### src/design/div_pkg.sv
/*
  Shared widths and types for the divide unit.
  ID_W sets the number of result bank entries and in-flight ids.
*/
`default_nettype none

package div_pkg;

    //////////////////////////////////////////////////////////////////////
    // Widths
    //////////////////////////////////////////////////////////////////////

    // Operand and result width
    localparam int XLEN = 32;
    // Instruction id width, four ids in flight
    localparam int ID_W = 2;

    typedef logic [XLEN-1:0] data_t;
    typedef logic [ID_W-1:0] id_t;

    //////////////////////////////////////////////////////////////////////
    // Operations
    //////////////////////////////////////////////////////////////////////

    // Bit 0 set for unsigned, bit 1 set for remainder
    typedef enum logic [1:0] {
        OP_DIV  = 2'd0,
        OP_DIVU = 2'd1,
        OP_REM  = 2'd2,
        OP_REMU = 2'd3
    } div_op_e;

    // Issued request, 69 bits
    typedef struct packed {
        data_t   rs1;
        data_t   rs2;
        div_op_e op;
        id_t     id;
        // Same operands as the previous request
        logic    reuse;
    } div_req_t;

    // Completion strobe toward writeback
    typedef struct packed {
        logic done;
        id_t  id;
    } div_wb_t;

endpackage

`default_nettype wire

### src/design/div_input_fifo.sv
/*
  Request buffer between issue and the divide unit.
  Pushing while full or popping while empty is illegal.
  data_out is valid only while valid is high.
*/
`timescale 1ns/100ps
`default_nettype none

module div_input_fifo #(
    parameter int FIFO_DEPTH = 2
) (
    input  logic             clk,
    input  logic             rst,
    input  logic             push,
    input  div_pkg::div_req_t data_in,
    input  logic             pop,
    output div_pkg::div_req_t data_out,
    output logic             valid,
    output logic             full
);

    localparam int PTR_W = (FIFO_DEPTH > 1) ? $clog2(FIFO_DEPTH) : 1;
    localparam int CNT_W = $clog2(FIFO_DEPTH + 1);

    // Entry storage
    div_pkg::div_req_t mem [FIFO_DEPTH];

    logic [PTR_W-1:0] rd_ptr;
    logic [PTR_W-1:0] wr_ptr;
    logic [CNT_W-1:0] count;

    //////////////////////////////////////////////////////////////////////
    // Pointers and occupancy
    //////////////////////////////////////////////////////////////////////

    always_ff @(posedge clk) begin
        if (rst) begin
            rd_ptr <= '0;
            wr_ptr <= '0;
            count  <= '0;
        end else begin
            // Pointers wrap at the last entry for any depth
            if (push)
                wr_ptr <= (wr_ptr == PTR_W'(FIFO_DEPTH - 1)) ? '0 : wr_ptr + 1'b1;
            if (pop)
                rd_ptr <= (rd_ptr == PTR_W'(FIFO_DEPTH - 1)) ? '0 : rd_ptr + 1'b1;
            if (push && !pop)
                count <= count + 1'b1;
            else if (pop && !push)
                count <= count - 1'b1;
        end
    end

    // Write port
    always_ff @(posedge clk) begin
        if (push)
            mem[wr_ptr] <= data_in;
    end

    // Oldest entry sits at the read pointer
    assign data_out = mem[rd_ptr];
    assign valid    = (count != '0);
    assign full     = (count == CNT_W'(FIFO_DEPTH));

    // Issue side must respect ready
    no_push_when_full: assert property (@(posedge clk) disable iff (rst) full |-> !push)
        else $error("request pushed into a full input FIFO");

    // Unit pops only what it has seen at the head
    no_pop_when_empty: assert property (@(posedge clk) disable iff (rst) !valid |-> !pop)
        else $error("pop from an empty input FIFO");

endmodule

`default_nettype wire

### src/design/div_core.sv
/*
  Radix-2 restoring divider on unsigned operands, no early exit.
  complete pulses WIDTH+1 cycles after start; q and r hold until next start.
  WIDTH is expected to equal div_pkg::XLEN.
*/
`timescale 1ns/100ps
`default_nettype none

module div_core #(
    parameter int WIDTH = div_pkg::XLEN
) (
    input  logic           clk,
    input  logic           rst,
    input  logic           start,
    input  div_pkg::data_t a,
    input  div_pkg::data_t b,
    output div_pkg::data_t q,
    output div_pkg::data_t r,
    output logic           b_zero,
    output logic           complete
);

    localparam int CNT_W = (WIDTH > 1) ? $clog2(WIDTH) : 1;

    typedef enum logic [1:0] {
        IDLE,
        RUN,
        DONE
    } div_core_state_e;

    div_core_state_e state;
    logic [CNT_W-1:0] cnt;

    // Quotient register starts out holding the dividend
    logic [WIDTH-1:0] quot;
    logic [WIDTH-1:0] prem;
    logic [WIDTH-1:0] divisor;

    logic [WIDTH:0] shifted;
    logic [WIDTH:0] diff;
    logic           fits;

    //////////////////////////////////////////////////////////////////////
    // Sequencing
    //////////////////////////////////////////////////////////////////////

    always_ff @(posedge clk) begin
        if (rst) begin
            state <= IDLE;
            cnt   <= '0;
        end else begin
            case (state)
                IDLE: if (start) begin
                    state <= RUN;
                    cnt   <= '0;
                end
                RUN: begin
                    cnt <= cnt + 1'b1;
                    // Last of WIDTH iterations
                    if (cnt == CNT_W'(WIDTH - 1))
                        state <= DONE;
                end
                default: state <= IDLE;
            endcase
        end
    end

    //////////////////////////////////////////////////////////////////////
    // Datapath
    //////////////////////////////////////////////////////////////////////

    // Next dividend bit enters the partial remainder
    assign shifted = {prem, quot[WIDTH-1]};
    assign diff    = shifted - {1'b0, divisor};
    // No borrow means the divisor fits
    assign fits    = ~diff[WIDTH];

    always_ff @(posedge clk) begin
        if (state == IDLE && start) begin
            quot    <= a;
            prem    <= '0;
            divisor <= b;
            b_zero  <= (b == '0);
        end else if (state == RUN) begin
            prem <= fits ? diff[WIDTH-1:0] : shifted[WIDTH-1:0];
            quot <= {quot[WIDTH-2:0], fits};
        end
    end

    assign q        = quot;
    assign r        = prem;
    assign complete = (state == DONE);

    // Unit must hold off new work while a division runs
    no_start_in_run: assert property (@(posedge clk) disable iff (rst) (state == RUN) |-> !start)
        else $error("start seen while the divider is running");

endmodule

`default_nettype wire

### src/design/div_unit.sv
/*
  Request control around the unsigned divider core.
  A reuse request takes q and r left in the core, so it must follow
  a request with identical operands and nothing in between.
*/
`timescale 1ns/100ps
`default_nettype none

module div_unit (
    input  logic              clk,
    input  logic              rst,
    input  div_pkg::div_req_t head,
    input  logic              valid,
    output logic              pop,
    output logic              start,
    output div_pkg::data_t    a,
    output div_pkg::data_t    b,
    input  div_pkg::data_t    q,
    input  div_pkg::data_t    r,
    input  logic              b_zero,
    input  logic              complete,
    output logic              done,
    output div_pkg::id_t      id,
    output div_pkg::data_t    result
);

    localparam int MSB = div_pkg::XLEN - 1;

    logic in_progress;

    // Op decode
    logic signed_op;
    logic is_rem;

    // Operand and result signs
    logic rs1_neg;
    logic rs2_neg;
    logic quot_neg;
    logic rem_neg;
    logic negate;

    div_pkg::data_t sel;

    //////////////////////////////////////////////////////////////////////
    // Control
    //////////////////////////////////////////////////////////////////////

    // Reuse requests never touch the core
    assign start = valid & ~in_progress & ~head.reuse;

    // Reuse completes in its first cycle at the head
    assign done = complete | (valid & head.reuse);
    assign pop  = done;
    assign id   = head.id;

    // Blocks repeated starts for the same request
    always_ff @(posedge clk) begin
        if (rst)
            in_progress <= 1'b0;
        else if (start)
            in_progress <= 1'b1;
        else if (complete)
            in_progress <= 1'b0;
    end

    //////////////////////////////////////////////////////////////////////
    // Operand conditioning
    //////////////////////////////////////////////////////////////////////

    assign signed_op = ~head.op[0];
    assign is_rem    = head.op[1];

    assign rs1_neg = signed_op & head.rs1[MSB];
    assign rs2_neg = signed_op & head.rs2[MSB];

    // Two's complement of negative signed operands
    assign a = ({div_pkg::XLEN{rs1_neg}} ^ head.rs1) + div_pkg::data_t'(rs1_neg);
    assign b = ({div_pkg::XLEN{rs2_neg}} ^ head.rs2) + div_pkg::data_t'(rs2_neg);

    //////////////////////////////////////////////////////////////////////
    // Result correction
    //////////////////////////////////////////////////////////////////////

    // Quotient sign from both operands, remainder follows the dividend
    assign quot_neg = signed_op & (head.rs1[MSB] ^ head.rs2[MSB]);
    assign rem_neg  = rs1_neg;

    // Divide by zero keeps the all ones quotient as is
    assign negate = is_rem ? rem_neg : (quot_neg & ~b_zero);
    assign sel    = is_rem ? r : q;

    // MIN / -1 lands on MIN with no negate, as RISC-V wants
    assign result = ({div_pkg::XLEN{negate}} ^ sel) + div_pkg::data_t'(negate);

    //////////////////////////////////////////////////////////////////////
    // Checks
    //////////////////////////////////////////////////////////////////////

    // Core only finishes work the unit started
    complete_in_progress: assert property (
        @(posedge clk) disable iff (rst) complete |-> in_progress
    ) else $error("divider completed with no division in progress");

endmodule

`default_nettype wire

### src/design/div_result_bank.sv
/*
  Result store, one entry per instruction id.
  An entry is overwritten by the next completion for the same id.
  rd is combinational and valid from the cycle wb.done is high.
*/
`timescale 1ns/100ps
`default_nettype none

module div_result_bank (
    input  logic            clk,
    input  logic            rst,
    input  logic            done,
    input  div_pkg::id_t    id,
    input  div_pkg::data_t  result,
    output div_pkg::div_wb_t wb,
    input  div_pkg::id_t    wb_id,
    output div_pkg::data_t  rd
);

    localparam int ENTRIES = 2 ** div_pkg::ID_W;

    div_pkg::data_t bank [ENTRIES];

    //////////////////////////////////////////////////////////////////////
    // Store
    //////////////////////////////////////////////////////////////////////

    always_ff @(posedge clk) begin
        if (done)
            bank[id] <= result;
    end

    // Writeback read port
    assign rd = bank[wb_id];

    //////////////////////////////////////////////////////////////////////
    // Done strobe
    //////////////////////////////////////////////////////////////////////

    // Strobe lags the write by one cycle, so rd is ready with it
    always_ff @(posedge clk) begin
        wb.id <= id;
        if (rst)
            wb.done <= 1'b0;
        else
            wb.done <= done;
    end

endmodule

`default_nettype wire

### src/design/div_top.sv
/*
  Divide subsystem top. Issue only while ready is high.
  Idle latency issue to wb.done is WIDTH+3 cycles, 2 for reuse.
*/
`timescale 1ns/100ps
`default_nettype none

module div_top #(
    parameter int FIFO_DEPTH = 2,
    parameter int WIDTH      = div_pkg::XLEN
) (
    input  logic              clk,
    input  logic              rst,
    input  logic              issue,
    input  div_pkg::div_req_t req,
    output logic              ready,
    output div_pkg::div_wb_t  wb,
    input  div_pkg::id_t      wb_id,
    output div_pkg::data_t    rd
);

    // FIFO to unit
    div_pkg::div_req_t fifo_head;
    logic fifo_valid;
    logic fifo_full;
    logic pop;

    // Unit to core and back
    logic start;
    div_pkg::data_t core_a;
    div_pkg::data_t core_b;
    div_pkg::data_t core_q;
    div_pkg::data_t core_r;
    logic b_zero;
    logic complete;

    // Unit to bank
    logic unit_done;
    div_pkg::id_t unit_id;
    div_pkg::data_t unit_result;

    assign ready = ~fifo_full;

    div_input_fifo #(.FIFO_DEPTH(FIFO_DEPTH)) u_fifo (
        .clk(clk), .rst(rst), .push(issue), .data_in(req), .pop(pop),
        .data_out(fifo_head), .valid(fifo_valid), .full(fifo_full)
    );

    div_unit u_unit (
        .clk(clk), .rst(rst), .head(fifo_head), .valid(fifo_valid), .pop(pop),
        .start(start), .a(core_a), .b(core_b), .q(core_q), .r(core_r),
        .b_zero(b_zero), .complete(complete),
        .done(unit_done), .id(unit_id), .result(unit_result)
    );

    div_core #(.WIDTH(WIDTH)) u_core (
        .clk(clk), .rst(rst), .start(start), .a(core_a), .b(core_b),
        .q(core_q), .r(core_r), .b_zero(b_zero), .complete(complete)
    );

    div_result_bank u_bank (
        .clk(clk), .rst(rst), .done(unit_done), .id(unit_id), .result(unit_result),
        .wb(wb), .wb_id(wb_id), .rd(rd)
    );

endmodule

`default_nettype wire

### config.mk
export PLATFORM = sky130hd
export DESIGN_NAME = div_top
export DESIGN_NICKNAME = d
export VERILOG_FILES = /design/src/design/div_pkg.sv /design/src/design/div_input_fifo.sv /design/src/design/div_core.sv /design/src/design/div_unit.sv /design/src/design/div_result_bank.sv /design/src/design/div_top.sv
export SDC_FILE = /design/constraint.sdc
export NUM_CORES = 1
export LEC_CHECK = 0
export BUFFER_PORTS_ARGS = -buffer_cell sky130_fd_sc_hd__buf_4
export CORE_AREA = 2 2 231 142
export DETAILED_ROUTE_END_ITERATION = 8
export DIE_AREA = 0 0 233 144
export PLACE_DENSITY = 0.83
export SYNTH_ARGS = -nofsm -noshare
export SYNTH_HDL_FRONTEND = slang
export SYNTH_SLANG_ARGS = --single-unit
export TNS_END_PERCENT = 5
### constraint.sdc
create_clock -name clk -period 8.2 [get_ports clk]
set_input_delay 1.23 -clock clk [delete_from_list [all_inputs] [get_ports clk]]
set_output_delay 1.23 -clock clk [all_outputs]
set_load 0.03 [all_outputs]
### Yosys cells after proc, flatten, opt, wreduce, memory -nomap -nowiden

Memories as Yosys holds them, arrays and structs flattened. A register that Yosys moved wholly into a read port is not among the register bits.
Cells that the tools add are included.
Widths: inputs -> output; s select.

| storage, ports and cells | value |
|---|---|
| logic and storage cells | 83 |
| memories | 2 |
| bits in writable memories | 266 |
| input bits | 74 |
| bits in registers | 112 |

| cells by class | value |
|---|---|
| multiplexer cells | 22 |
| $add $sub $neg | 9 |
| eq/ne operators | 6 |
| reductions and logical operators | 14 |
| bitwise gates (word level) | 18 |

Memories:

| memory | depth | bits a word | rd ports | clocked after memory_dff | write ports | RTL line | source |
|---|---|---|---|---|---|---|---|
| u_fifo.mem | 2 | 69 | 1 | 1 | 1 | div_input_fifo.sv:26 | `div_pkg::div_req_t mem [FIFO_DEPTH];` |
| u_bank.bank | 4 | 32 | 1 | 0 | 1 | div_result_bank.sv:22 | `div_pkg::data_t bank [ENTRIES];` |

Operators with widths:

| kind | count |
|---|---|
| $mux 32 | 4 |
| $add 32x1->32 | 3 |
| $xor 32x32->32 | 3 |
| $sub 33x32->33 | 1 |
| $logic_not 32->1 | 1 |
| $mux 1 | 11 |
| $pmux 5 s2 | 1 |
| $reduce_bool 2->1 | 5 |
| $mux 2 | 4 |
| $and 1x1->1 | 7 |
| $not 1->1 | 6 |
| $add 5x1->5 const B | 1 |
| $eq 5x5->1 const B | 1 |
| $mux 5 | 1 |
| $eq 2x2->1 const B | 2 |
| $ne 2x1->1 const B | 2 |
| $pmux 2 s2 | 1 |
| $reduce_and 2->1 | 2 |
| $logic_and 1x1->1 | 3 |
| $add 1x1->1 const B | 2 |
| $add 2x1->2 const B | 1 |
| $eq 2x1->1 const B | 1 |
| $logic_not 1->1 | 2 |
| $logic_not 2->1 | 1 |
| 3 further kinds | 3 |

### Longest topological paths before layout

Gate-level depths: netlist of run 1.

| logic depth | value |
|---|---|
| depth in word-level cells | 6 |
| mapped depth | 22 |
| depth with buffers taken out | 14 |

### By module

Synthesis of run 1 repeated with hierarchy kept, for this count alone.

| unflattened totals | value |
|---|---|
| cells, all modules | 1,635 |
| area, all modules | 19,949.1 µm² |

Modules (own cells, without submodules):

| module | sequential area each (µm²) | area each (µm²) | cells an instance | times used |
|---|---|---|---|---|
| div_core | 2,732.6 | 5,865.6 | 630 | 1 |
| div_input_fifo | 4,244.1 | 5,228.8 | 237 | 1 |
| div_result_bank | 3,903.7 | 4,755.8 | 175 | 1 |
| div_unit | 20.0 | 4,095.2 | 592 | 1 |
| div_top | 0.0 | 3.8 | 1 | 1 |

### Least setup slack after synthesis of run 1

No wires, ideal clock.

| timing path | value |
|---|---|
| path type | input to register |
| start point | input port issue |
| end point | memory u_fifo.mem[0][0] (netlist name), enable pin |
| buffers on the path | 0 |
| arrival time | 4.258 ns |
| stages on the path | 1 |
| data required time | 7.695 ns |
| setup slack | 3.437 ns |
| path through | nor2b_1 |

| between the ends | value |
|---|---|
| word-level cells in the longest chain between the ends | 2 |

Ends and longest elaborated chain:

| what | RTL line | source |
|---|---|---|
| start: declaration | div_top.sv:14 | `input logic issue,` |
| $mux 1 | div_input_fifo.sv:56 | `if (push)` |
| $mux 1 (implied by the code) | div_input_fifo.sv:57 | `mem[wr_ptr] <= data_in;` |
| end: declaration | div_input_fifo.sv:26 |  |

No other way between the ends.

==> flow_metrics.py, run 1 <==
metrics = {
    "global_routing": {
        "antenna_found_initial": 0,
        "first_global_vias": 13700,
        "grtUsageMet2_pct": 44.5,
        "grt-ovfl-total": 0,
        "maximum_number_of_pins_on_one_net_before_global_route_repair": 80,
        "use_met1_pct": 44.2,
        "gr_util_met3_pct": 7.81,
        "first_pass_grt_wire_length_um": 76700,
        "busiest_layer": "met2",
        "grt_use_total_pct": 30.0,
    },
    "die": {
        "num_rows": 51,
        "die_h_um": 144,
        "die_area_mm2": 0.0336,
        "initial_utilization_pct": 63.8,
        "ioPinCount": 110,
        "core_area_mm2": 0.0317,
        "fp.dieW_um": 233,
    },
    "timing": {
        "post-route-period-util_pct": 59.1,
        "fin_tns_setup_ps": 0,
        "fmax_mhz": 206,
        "slew_viol_final": 0,
        "period_needed_ps": 4840,
        "hold-worst-slack_ps": 485,
        "hold_violations": 0,
        "tightest_slew_ps": 980,
        "timing.final.ws_setup_ps": 3360,
        "clock_skew_ps": 22.5,
        "unrepaired_setup_endpoints_after_global_routing": "false",
        "normalized_max_slew_margin_pct": 34.7,
        "timing.final.setup_violations": 0,
    },
    "critical_path": {
        "crit_fanout": 58,
        "cp_data_arrival_time_ps": 5180,
        "critical_path_class": "reg2reg",
        "worst_setup_path_start_kind": "flop",
        "endpoint_kind": "flop",
        "worst-endpoint-required_ps": 8540,
    },
    "cts": {
        "tritoncts": "built",
        "clkLatencyLatePin_ps": 540,
        "cts_root_buf": "sky130_fd_sc_hd__clkbuf_16",
        "cts.reportedPaths.clkPinSlew_ps": 60,
        "post-cts-setup-buffer-count": 0,
        "cts.hold.buffers_added": 0,
        "max-clock-path-buffers": 3,
        "numCtsBuffers": 36,
        "post_cts_resized": 0,
        "cts-htree-levels": 2,
        "numClockSinks": 379,
    },
    "placed_design": {
        "pre_cts_slack_ps": 3480,
        "place.port_buffers": 109,
        "detailedPlacementHpwl_um": 35300,
        "final_gp_congestion": 0.927,
    },
    "finish": {
        "post_route_cells_drive_above_1_share_pct": 15.1,
        "syn_to_final_growth_pct": 12.0,
        "num_antenna_cells": 0,
        "nets": 1902,
    },
    "synthesis": {
        "synthesis.area_mm2": 0.0202,
        "syn_nets": 1805,
        "post-synth-top-area-fraction_pct": 49.1,
        "synth.ff_latch_count": 379,
        "postSynth.topFlopCell": "sky130_fd_sc_hd__edfxtp_1",
        "synth_top_cell_by_area": "sky130_fd_sc_hd__edfxtp_1",
        "synth-warning-count": 0,
        "postSynthCellCount": 1692,
        "synth_enable_flop_cells": 331,
        "synth_seq_area_share_pct": 53.9,
        "ys_async_sr_fraction_pct": 0,
        "synth.avg_cell_area_um2": 12.0,
        "post_synth_num_cell_types": 92,
        "largest_cells_by_area_after_synthesis": "sky130_fd_sc_hd__edfxtp_1 49%, sky130_fd_sc_hd__xnor2_1 6.3%, sky130_fd_sc_hd__mux2i_1 6.1%",
    },
    "route": {
        "first_pass_drt_iterations": 7,
        "vias_per_cell": 6.35,
        "detail_route.wirelength_um": 49500,
        "total_number_of_vias": 14200,
        "first_iter_violations": 1770,
        "route.detailed.wl_per_inst_um": 22.1,
        "ant_nets": 0,
        "remaining_drc_errors": 0,
    },
    "power": {
        "power_uw": 8340,
        "power_leakage_uw": 0.00811,
        "peak_vdd_ir_mv": 0.217,
        "power_per_cell_area_mw_per_mm2": 368,
    },
    "worst_hold_path": {
        "hp_class": "reg2reg",
    },
    "job": {
        "drv.max_cap_violation_count": 0,
    },
    "run_status": {
        "status": "complete, no violations",
    },
}
-- per-layer routing --
layer	wire length, um	vias to the layer above
met1	21300	6921
met4	1010	0
met3	5360	79
met5	0	-
met2	21900	676
li1	-	6519
-- through the flow --
| stage | instances | utilization [%] | area (um^2) |
|---|---|---|---|
| after global routing | 2236 | 71.4 | 22700 |
| final | 2236 | 71.4 | 22700 |
| after detailed placement | 2175 | 67.6 | 21400 |
| after floorplan | 1692 | - | 20200 |
| after global placement | 2175 | 67.6 | 21400 |
| after CTS | 2236 | 71.4 | 22700 |
-- final timing paths --
check | from | end | slack [ps] | cells past startpoint
min reg2reg | u_unit.in_progress | u_unit.in_progress | 490 | 2
max | flop | u_core.b_zero | 3360 | 10
max reg2reg | flop | u_core.b_zero | 3360 | 10
min | u_unit.in_progress | u_unit.in_progress | 490 | 2
-- state kept, by name, summed over array words and instances (netlist names), 3 cells and up, named ones only --
name            cells
u_core.cnt          5
u_bank.bank       128
u_core.q           32
u_bank.wb           3
u_fifo.mem        138
u_core.divisor     32
u_core.r           32
-- cell type report --
type / count / area [um^2]
flip-flops and latches: 379 / 10900
repair buffers: 134 / 1010
inverters: 57 / 214
clock inverters: 16 / 253
fillers: 2153 / 9060
well taps: 424 / 531
multi-input cells: 1181 / 8780
clock buffers: 45 / 966
-- power breakdown --
part / switching, uW / internal, uW
combinational: 2130 / 1300
sequential: 369 / 2770
clock: 707 / 1050
total: 3210 / 5130
-- critical path, stage by stage, from the launching register on --
cell	delay (ps)
sky130_fd_sc_hd__dfxtp_4	710
sky130_fd_sc_hd__buf_4	660
sky130_fd_sc_hd__mux2i_1	440
sky130_fd_sc_hd__or3_1	450
sky130_fd_sc_hd__o21ai_0	290
sky130_fd_sc_hd__nand2_1	250
sky130_fd_sc_hd__nor4_1	550
sky130_fd_sc_hd__o211ai_1	220
sky130_fd_sc_hd__xnor2_1	180
sky130_fd_sc_hd__or4_1	490
sky130_fd_sc_hd__a2111oi_2	370
-- Yosys cell counts (40+ instances only) --
master                       n
sky130_fd_sc_hd__a21oi_1    67
sky130_fd_sc_hd__edfxtp_1  331
sky130_fd_sc_hd__nand3_1    60
sky130_fd_sc_hd__xor2_1     44
sky130_fd_sc_hd__nor2_1     90
sky130_fd_sc_hd__dfxtp_1    48
sky130_fd_sc_hd__nor3_1     49
sky130_fd_sc_hd__clkbuf_1   40
sky130_fd_sc_hd__mux2i_1   123
sky130_fd_sc_hd__xnor2_1   146
sky130_fd_sc_hd__o21ai_0    95
sky130_fd_sc_hd__nand2_1   127
sky130_fd_sc_hd__inv_1      57
-- cells by family after synthesis --
group,synth area share [%]
XOR/XNOR,8.47
adder cells (fa/ha/maj),2.45
multiplexers,10.7
AO/OA/AOI/OAI,8.92
AND/OR/NAND/NOR,12.7
buffers and inverters,2.81
flip-flops,53.9
-- cell usage in the layout (no fill, tap or decap), types with 7 or more instances in the layout --
master | netlist | final
sky130_fd_sc_hd__a21o_1 | 18 | 18
sky130_fd_sc_hd__a21oi_1 | 67 | 67
sky130_fd_sc_hd__a31oi_1 | 14 | 14
sky130_fd_sc_hd__and2_1 | 12 | 11
sky130_fd_sc_hd__and3_1 | 21 | 21
sky130_fd_sc_hd__buf_4 | 7 | 134
sky130_fd_sc_hd__bufinv_16 | 0 | 7
sky130_fd_sc_hd__clkbuf_1 | 40 | 7
sky130_fd_sc_hd__clkbuf_16 | 0 | 37
sky130_fd_sc_hd__dfxtp_1 | 48 | 47
sky130_fd_sc_hd__edfxtp_1 | 331 | 331
sky130_fd_sc_hd__ha_1 | 38 | 38
sky130_fd_sc_hd__inv_1 | 57 | 57
sky130_fd_sc_hd__mux2_2 | 12 | 12
sky130_fd_sc_hd__mux2i_1 | 123 | 123
sky130_fd_sc_hd__mux4_2 | 34 | 34
sky130_fd_sc_hd__nand2_1 | 127 | 127
sky130_fd_sc_hd__nand2b_1 | 12 | 12
sky130_fd_sc_hd__nand3_1 | 60 | 60
sky130_fd_sc_hd__nand3b_1 | 8 | 8
sky130_fd_sc_hd__nand4_1 | 10 | 10
sky130_fd_sc_hd__nor2_1 | 90 | 86
sky130_fd_sc_hd__nor2b_1 | 11 | 10
sky130_fd_sc_hd__nor3_1 | 49 | 49
sky130_fd_sc_hd__nor4_1 | 14 | 14
sky130_fd_sc_hd__nor4b_1 | 7 | 7
sky130_fd_sc_hd__o21a_1 | 8 | 8
sky130_fd_sc_hd__o21ai_0 | 95 | 95
sky130_fd_sc_hd__o31ai_1 | 7 | 7
sky130_fd_sc_hd__or2_2 | 9 | 9
sky130_fd_sc_hd__or3_1 | 21 | 20
sky130_fd_sc_hd__xnor2_1 | 146 | 146
sky130_fd_sc_hd__xor2_1 | 44 | 44
(Power assumes the default switching activity.)
==> inputs of run 2 (changes only) <==
CORE_AREA = 2 2 237 145   (was 2 2 231 142)
DIE_AREA = 0 0 239 147   (was 0 0 233 144)
PLACE_DENSITY = 0.8   (was 0.83)
clock period = 5.1 ns   (was 8.2 ns; I/O delays follow)
==> run 2 against run 1 <==
  * Critical path depth unchanged
  * Maximum frequency grew 7.9%
  * Clock skew grew 3.3 ps
  * Non-clock buffer count is 5 higher
  * Cell area increased by 0.28%
  * Core utilization down 3.0 points
  * Register-to-register slack got worse by 2700 ps
  * Clock-buffer cell count rose by 9
  * Hold slack got worse by 80 ps
  * Total power increased by 60%
==> flow_metrics.py, run 2 (synthesized netlist as in run 1, its figures left out) <==
metrics = {
    "run_status": {
        "status": "complete, no violations",
    },
    "finish": {
        "num_antenna_cells": 0,
        "final_cell_area_mm2": 0.0227,
        "biggestRegsByFlops": "u_fifo.mem (138), u_bank.bank (128)",
        "post_route_cells_drive_above_1_share_pct": 15.5,
        "nets": 1908,
        "final_common_cell": "sky130_fd_sc_hd__edfxtp_1",
        "layout_fillers": 2393,
        "largest_register_ffs": 138,
        "most-common-layout-cells": "331 x sky130_fd_sc_hd__edfxtp_1, 146 x sky130_fd_sc_hd__xnor2_1, 139 x sky130_fd_sc_hd__buf_4",
        "max_flop_register": "u_fifo.mem",
        "syn_to_final_growth_pct": 12.3,
        "final_cells": 2255,
    },
    "critical_path": {
        "timing.critical_path.cells": "mux2i_4, mux2i_1, or4_1, a21o_1, or2_2, nor4bb_1, buf_4, a31oi_1, a41oi_1, xnor2_1",
        "critical_path_depth": 10,
        "timing.critical_path.slowest_cell_delay_ps": 740,
        "critical_path_class": "reg2reg",
        "reg2regPathDepth": 10,
        "crit_slowest_cell": "sky130_fd_sc_hd__dfxtp_4",
        "endpoint_kind": "flop",
        "crit_fanout": 45,
        "worst-endpoint-required_ps": 5410,
        "worst-r2r-setup-slack_ps": 610,
        "worst_setup_path_endpoint": "u_bank.bank[3][28]",
        "reg2reg_to": "u_bank.bank[3][28]",
        "worst_setup_path_start_kind": "flop",
        "cp_num_buf_inv": 1,
        "cp_data_arrival_time_ps": 4800,
        "crit_family": "simple AND/OR/NAND/NOR gates",
    },
    "route": {
        "first_pass_drt_iterations": 6,
        "route.detailed.wl_per_inst_um": 21.0,
        "detail_route.wirelength_um": 47400,
        "vias_per_cell": 6.26,
        "total_number_of_vias": 14100,
        "first_iter_violations": 1882,
        "remaining_drc_errors": 0,
        "ant_nets": 0,
    },
    "power": {
        "power_leakage_uw": 0.00814,
        "power_per_cell_area_mw_per_mm2": 586,
        "peak_vdd_ir_mv": 0.296,
    },
    "timing": {
        "timing.final.setup_violations": 0,
        "post-route-period-util_pct": 88.1,
        "slew_viol_final": 0,
        "fmax_mhz": 223,
        "normalized_max_slew_margin_pct": 39.8,
        "tightest_slew_ps": 904,
        "clock_skew_ps": 25.8,
        "fin_tns_setup_ps": 0,
        "period_needed_ps": 4490,
        "unrepaired_setup_endpoints_after_global_routing": "false",
        "hold_violations": 0,
        "timing.final.ws_setup_ps": 608,
    },
    "die": {
        "initial_utilization_pct": 61.0,
        "die_area_mm2": 0.0351,
        "ioPinCount": 110,
        "num_rows": 52,
        "die_h_um": 147,
        "core_area_mm2": 0.0332,
        "fp.dieW_um": 239,
    },
    "cts": {
        "tritoncts": "built",
        "cts.reportedPaths.clkPinSlew_ps": 60,
        "post-cts-setup-buffer-count": 0,
        "cts-htree-levels": 2,
        "cts_root_buf": "sky130_fd_sc_hd__clkbuf_16",
        "max-clock-path-buffers": 3,
        "numClockSinks": 379,
        "cts.hold.buffers_added": 0,
        "numCtsBuffers": 37,
        "clkLatencyLatePin_ps": 550,
        "post_cts_resized": 0,
    },
    "placed_design": {
        "place.port_buffers": 109,
        "final_gp_congestion": 0.940,
        "place.detailed.instances": 2188,
        "pre_cts_slack_ps": 672,
        "detailedPlacementHpwl_um": 34400,
        "placedInstanceArea_mm2": 0.0215,
    },
    "global_routing": {
        "antenna_found_initial": 1,
        "maximum_number_of_pins_on_one_net_before_global_route_repair": 80,
        "grt-ovfl-total": 0,
        "grt_use_total_pct": 27.1,
        "first_pass_grt_wire_length_um": 73900,
        "first_global_vias": 13100,
    },
    "job": {
        "drv.max_cap_violation_count": 0,
    },
    "worst_hold_path": {
        "hp_class": "in2reg",
    },
}
## run 2: cell count changes in the layout (fill, tap and decap cells not counted), sizes merged
cell | before | now
buf | 134 | 139
bufinv | 7 | 4
clkbuf | 45 | 54
## run 2: final cells by class
class / instances / area [um^2] / area share [%]
sequential: 379 / 10900 / 48.0
timing repair buffer: 139 / 1040 / 4.59
multi-input combinational: 1181 / 8780 / 38.7
clock inverter: 13 / 173 / 0.760
clock buffer: 54 / 1060 / 4.68
tap: 432 / 541 / 2.38
inverter: 57 / 214 / 0.942
## run 2: stage by stage
stage | power [uW] | hold slack [ps] | utilization (%)
after global routing | 14000 | 385 | 68.5
final | 13300 | 405 | 68.5
after detailed placement | 10400 | 464 | 64.8
after global placement | 10200 | 440 | 64.8
after floorplan | 8950 | 432 | -
after CTS | 13300 | 386 | 68.5
## run 2: per-layer routing
metal  vias up  global-route usage [%]  wire, um
li1       6534                       -         -
met1      6856                    42.2     21800
met4         0                    5.94       768
met2       661                    38.8     20100
met5         -                       0         0
met3        57                    6.35      4800
## run 2: worst min path at each step
stage | startpoint | endpoint | slack (ps) | depth (start not counted)
2_1_floorplan | u_unit.in_progress | u_unit.in_progress | 430 | 2
3_3_place_gp | u_unit.in_progress | u_unit.in_progress | 440 | 2
3_5_place_dp | u_unit.in_progress | u_unit.in_progress | 460 | 2
4_1_cts | req[49] | u_fifo.mem[0][49] | 390 | 1
5_1_grt | req[44] | u_fifo.mem[1][44] | 380 | 1
6_report | req[49] | u_fifo.mem[0][49] | 410 | 1
## run 2: worst reg2reg max path: stages, from the launching register on
cell	delay (ps)
sky130_fd_sc_hd__dfxtp_4	740
sky130_fd_sc_hd__mux2i_4	760
sky130_fd_sc_hd__mux2i_1	390
sky130_fd_sc_hd__or4_1	580
sky130_fd_sc_hd__a21o_1	200
sky130_fd_sc_hd__or2_2	300
sky130_fd_sc_hd__nor4bb_1	480
sky130_fd_sc_hd__buf_4	250
sky130_fd_sc_hd__a31oi_1	100
sky130_fd_sc_hd__a41oi_1	240
sky130_fd_sc_hd__xnor2_1	240
## run 2: power breakdown
part	internal, uW	switching (uW)	total, uW
sequential	4460	580	5040
clock	1660	1160	2820
combinational	2110	3360	5470
==> inputs of run 3 (changes only) <==
ABC_AREA = 1   (was default)
CORE_AREA = 2 2 243 149   (was 2 2 237 145)
DIE_AREA = 0 0 245 151   (was 0 0 239 147)
==> run 3 against run 2 <==
  * Synthesized cell count rose by 47%
  * Setup slack improved by 220 ps
  * Combinational power fell by 13%
  * Hold slack got worse by 3.8 ps
  * Total power fell by 10%
  * Register-to-register slack improved by 220 ps
  * Area after synthesis rose by 5.5%
  * Via count rose by 24%
  * Critical path type unchanged
==> flow_metrics.py, run 3 <==
metrics = {
    "route": {
        "vias_per_cell": 5.71,
        "first_pass_drt_iterations": 5,
        "ant_nets": 0,
        "total_number_of_vias": 17500,
        "remaining_drc_errors": 0,
        "first_iter_violations": 2156,
        "detail_route.wirelength_um": 58700,
        "route.detailed.wl_per_inst_um": 19.1,
    },
    "die": {
        "initial_utilization_pct": 61.5,
        "num_rows": 53,
        "die_area_mm2": 0.0370,
        "ioPinCount": 110,
        "core_area_mm2": 0.0347,
        "fp.dieW_um": 245,
        "die_h_um": 151,
    },
    "run_status": {
        "status": "complete, no violations",
    },
    "finish": {
        "final_common_cell": "sky130_fd_sc_hd__nand2_1",
        "max_flop_register": "u_fifo.mem",
        "biggestRegsByFlops": "u_fifo.mem (138), u_bank.bank (128)",
        "final_core_utilization_pct": 68.1,
        "post_route_cells_drive_above_1_share_pct": 11.1,
        "syn_to_final_growth_pct": 10.8,
        "nets": 2684,
        "most-common-layout-cells": "757 x sky130_fd_sc_hd__nand2_1, 331 x sky130_fd_sc_hd__edfxtp_1, 275 x sky130_fd_sc_hd__nor2_1",
        "largest_register_ffs": 138,
        "num_antenna_cells": 0,
    },
    "critical_path": {
        "reg2reg_to": "u_bank.bank[3][10]",
        "worst-r2r-setup-slack_ps": 820,
        "timing.critical_path.cells": "buf_4, nand2_1, nand2_4, nor2_1, nor2_1, nand3_2, nand2_4, xor2_1, ha_1, nand3_2, nor2_4, nand2_1, xor2_1",
        "timing.critical_path.slowest_cell_delay_ps": 570,
        "worst-endpoint-required_ps": 5360,
        "endpoint_kind": "flop",
        "crit_fanout": 60,
        "reg2regPathDepth": 13,
        "crit_slowest_cell": "sky130_fd_sc_hd__nand2_4",
        "worst_setup_path_start_kind": "flop",
        "critical_path_class": "reg2reg",
        "cp_data_arrival_time_ps": 4540,
    },
    "synthesis": {
        "largest_cells_by_area_after_synthesis": "sky130_fd_sc_hd__edfxtp_1 47%, sky130_fd_sc_hd__nand2_1 13%, sky130_fd_sc_hd__nor2_1 4.9%",
        "syn_nets": 2604,
        "synth-warning-count": 0,
        "synth_seq_area_share_pct": 51.1,
        "post-synth-top-count-cell": "sky130_fd_sc_hd__nand2_1",
        "synth_enable_flop_cells": 331,
        "synth.ff_latch_count": 379,
        "synthesis.area_mm2": 0.0213,
        "ys_async_sr_fraction_pct": 0,
        "synth.cells.most_frequent": "757 x sky130_fd_sc_hd__nand2_1, 331 x sky130_fd_sc_hd__edfxtp_1, 277 x sky130_fd_sc_hd__nor2_1",
        "synth.avg_cell_area_um2": 8.56,
        "post_synth_num_cell_types": 48,
        "postSynth.topFlopCell": "sky130_fd_sc_hd__edfxtp_1",
        "post-synth-top-area-fraction_pct": 46.6,
        "postSynthCellCount": 2491,
        "synth_top_cell_by_area": "sky130_fd_sc_hd__edfxtp_1",
    },
    "power": {
        "peak_vdd_ir_mv": 0.282,
        "power.net_switching_uw": 4920,
        "intPower_uw": 7060,
        "power_leakage_uw": 0.00987,
        "seq_power_share_pct": 37.3,
        "power_per_cell_area_mw_per_mm2": 507,
        "share_comb_of_total_power_pct": 39.9,
        "power.clock.fraction_pct": 22.8,
        "switching_share_pct": 41.0,
    },
    "cts": {
        "cts_root_buf": "sky130_fd_sc_hd__clkbuf_16",
        "numClockSinks": 379,
        "cts.hold.buffers_added": 0,
        "post_cts_resized": 0,
        "post-cts-setup-buffer-count": 0,
        "tritoncts": "built",
        "numCtsBuffers": 36,
        "clkLatencyLatePin_ps": 550,
        "cts.reportedPaths.clkPinSlew_ps": 70,
        "max-clock-path-buffers": 3,
        "cts-htree-levels": 2,
    },
    "timing": {
        "slew_viol_final": 0,
        "unrepaired_setup_endpoints_after_global_routing": "false",
        "clock_skew_ps": 25.9,
        "tightest_slew_ps": 1020,
        "hold_violations": 0,
        "normalized_max_slew_margin_pct": 31.8,
        "timing.final.ws_setup_ps": 824,
        "timing.final.setup_violations": 0,
        "period_needed_ps": 4280,
        "post-route-period-util_pct": 83.8,
        "fmax_mhz": 234,
        "fin_tns_setup_ps": 0,
    },
    "global_routing": {
        "first_global_vias": 16300,
        "grt-ovfl-total": 0,
        "antenna_found_initial": 0,
        "first_pass_grt_wire_length_um": 90700,
        "maximum_number_of_pins_on_one_net_before_global_route_repair": 83,
        "grt_use_total_pct": 32.1,
    },
    "placed_design": {
        "pre_cts_slack_ps": 950,
        "place.port_buffers": 109,
        "detailedPlacementHpwl_um": 43700,
        "final_gp_congestion": 0.992,
    },
    "worst_hold_path": {
        "timing.hold.worst_path_depth": 1,
        "hold_end": "u_fifo.mem[1][44]",
        "timing.hold.worst.start": "req[44]",
        "hp_class": "in2reg",
    },
    "job": {
        "drv.max_cap_violation_count": 0,
    },
}
==> run 3: changes by cell type after synthesis, sizes merged, moves of 15 or more <==
cell and change:
or3 -21, mux2i -114, nor4 -15, nand3 +72, and3 -21, xor2 +52, o22ai +31, xnor2 -103
nor3 -26, inv +183, mux4 -34, o21ai +108, nand2 +644, nor2 +212
==> run 3: per-stage QoR <==
step	cells	power [uW]	hold slack, ps	instance area [um^2]
final	3064	12000	401	23600
after detailed placement	3000	9150	469	22500
after global placement	3000	9060	437	22500
after floorplan	2491	7750	426	21300
after global routing	3064	12600	385	23600
after CTS	3064	11900	381	23600
==> run 3: worst max path at each step <==
| stage | start | end | slack, ps | cells past startpoint |
|---|---|---|---|---|
| after floorplan | issue | u_fifo.mem[0][0] | 900 | 2 |
| after global placement | flop | u_bank.bank[0][28] | 1110 | 15 |
| after detailed placement | flop | u_bank.bank[0][10] | 950 | 13 |
| after CTS | flop | u_bank.bank[3][10] | 890 | 13 |
| after global routing | flop | u_bank.bank[3][10] | 470 | 13 |
| final | flop | u_bank.bank[3][10] | 820 | 13 |
==> run 3: area by class of cell <==
type,instances,area (um^2)
fillers,2745,11100
flip-flops and latches,379,10900
multi-input cells,1785,9100
clock buffers,42,955
repair buffers,127,953
inverters,242,916
well taps,467,584
clock inverters,22,220
==> run 3: cell families (layout without fill, tap and decap cells) <==
group | count (synthesis) | count (layout) | share of synthesized area, %
adder cells (fa/ha/maj) | 39 | 39 | 2.32
AND/OR/NAND/NOR | 1274 | 1274 | 24.9
AO/OA/AOI/OAI | 319 | 319 | 7.92
buffers and inverters | 327 | 433 | 6.55
XOR/XNOR | 142 | 142 | 6.69
multiplexers | 11 | 11 | 0.516
flip-flops | 379 | 379 | 51.1
==> run 3: power groups by stage <==
stage / sequential (uW) / combinational, uW / clock, uW
finish: 4470 / 4780 / 2730
floorplan: 4350 / 3400 / 0
CTS: 4440 / 4680 / 2760
global placement: 4490 / 4560 / 0
detailed placement: 4500 / 4650 / 0
global route: 4490 / 5280 / 2880
==> run 3: routing by layer <==
layer,global-route usage (%),routed length [um]
met2,46.2,24100
met4,6.46,839
met5,0,0
met3,7.10,6890
met1,49.8,26800
==> run 3: worst max-delay path: cells and delay by family, from the launching register on <==
family | cells | cell delay [ps]
buffers and inverters | 1 | 510
and+or+nand+nor | 9 | 2190
xor gates and xnor gates | 2 | 620
DFF | 1 | 380
adders and majority gates | 1 | 260
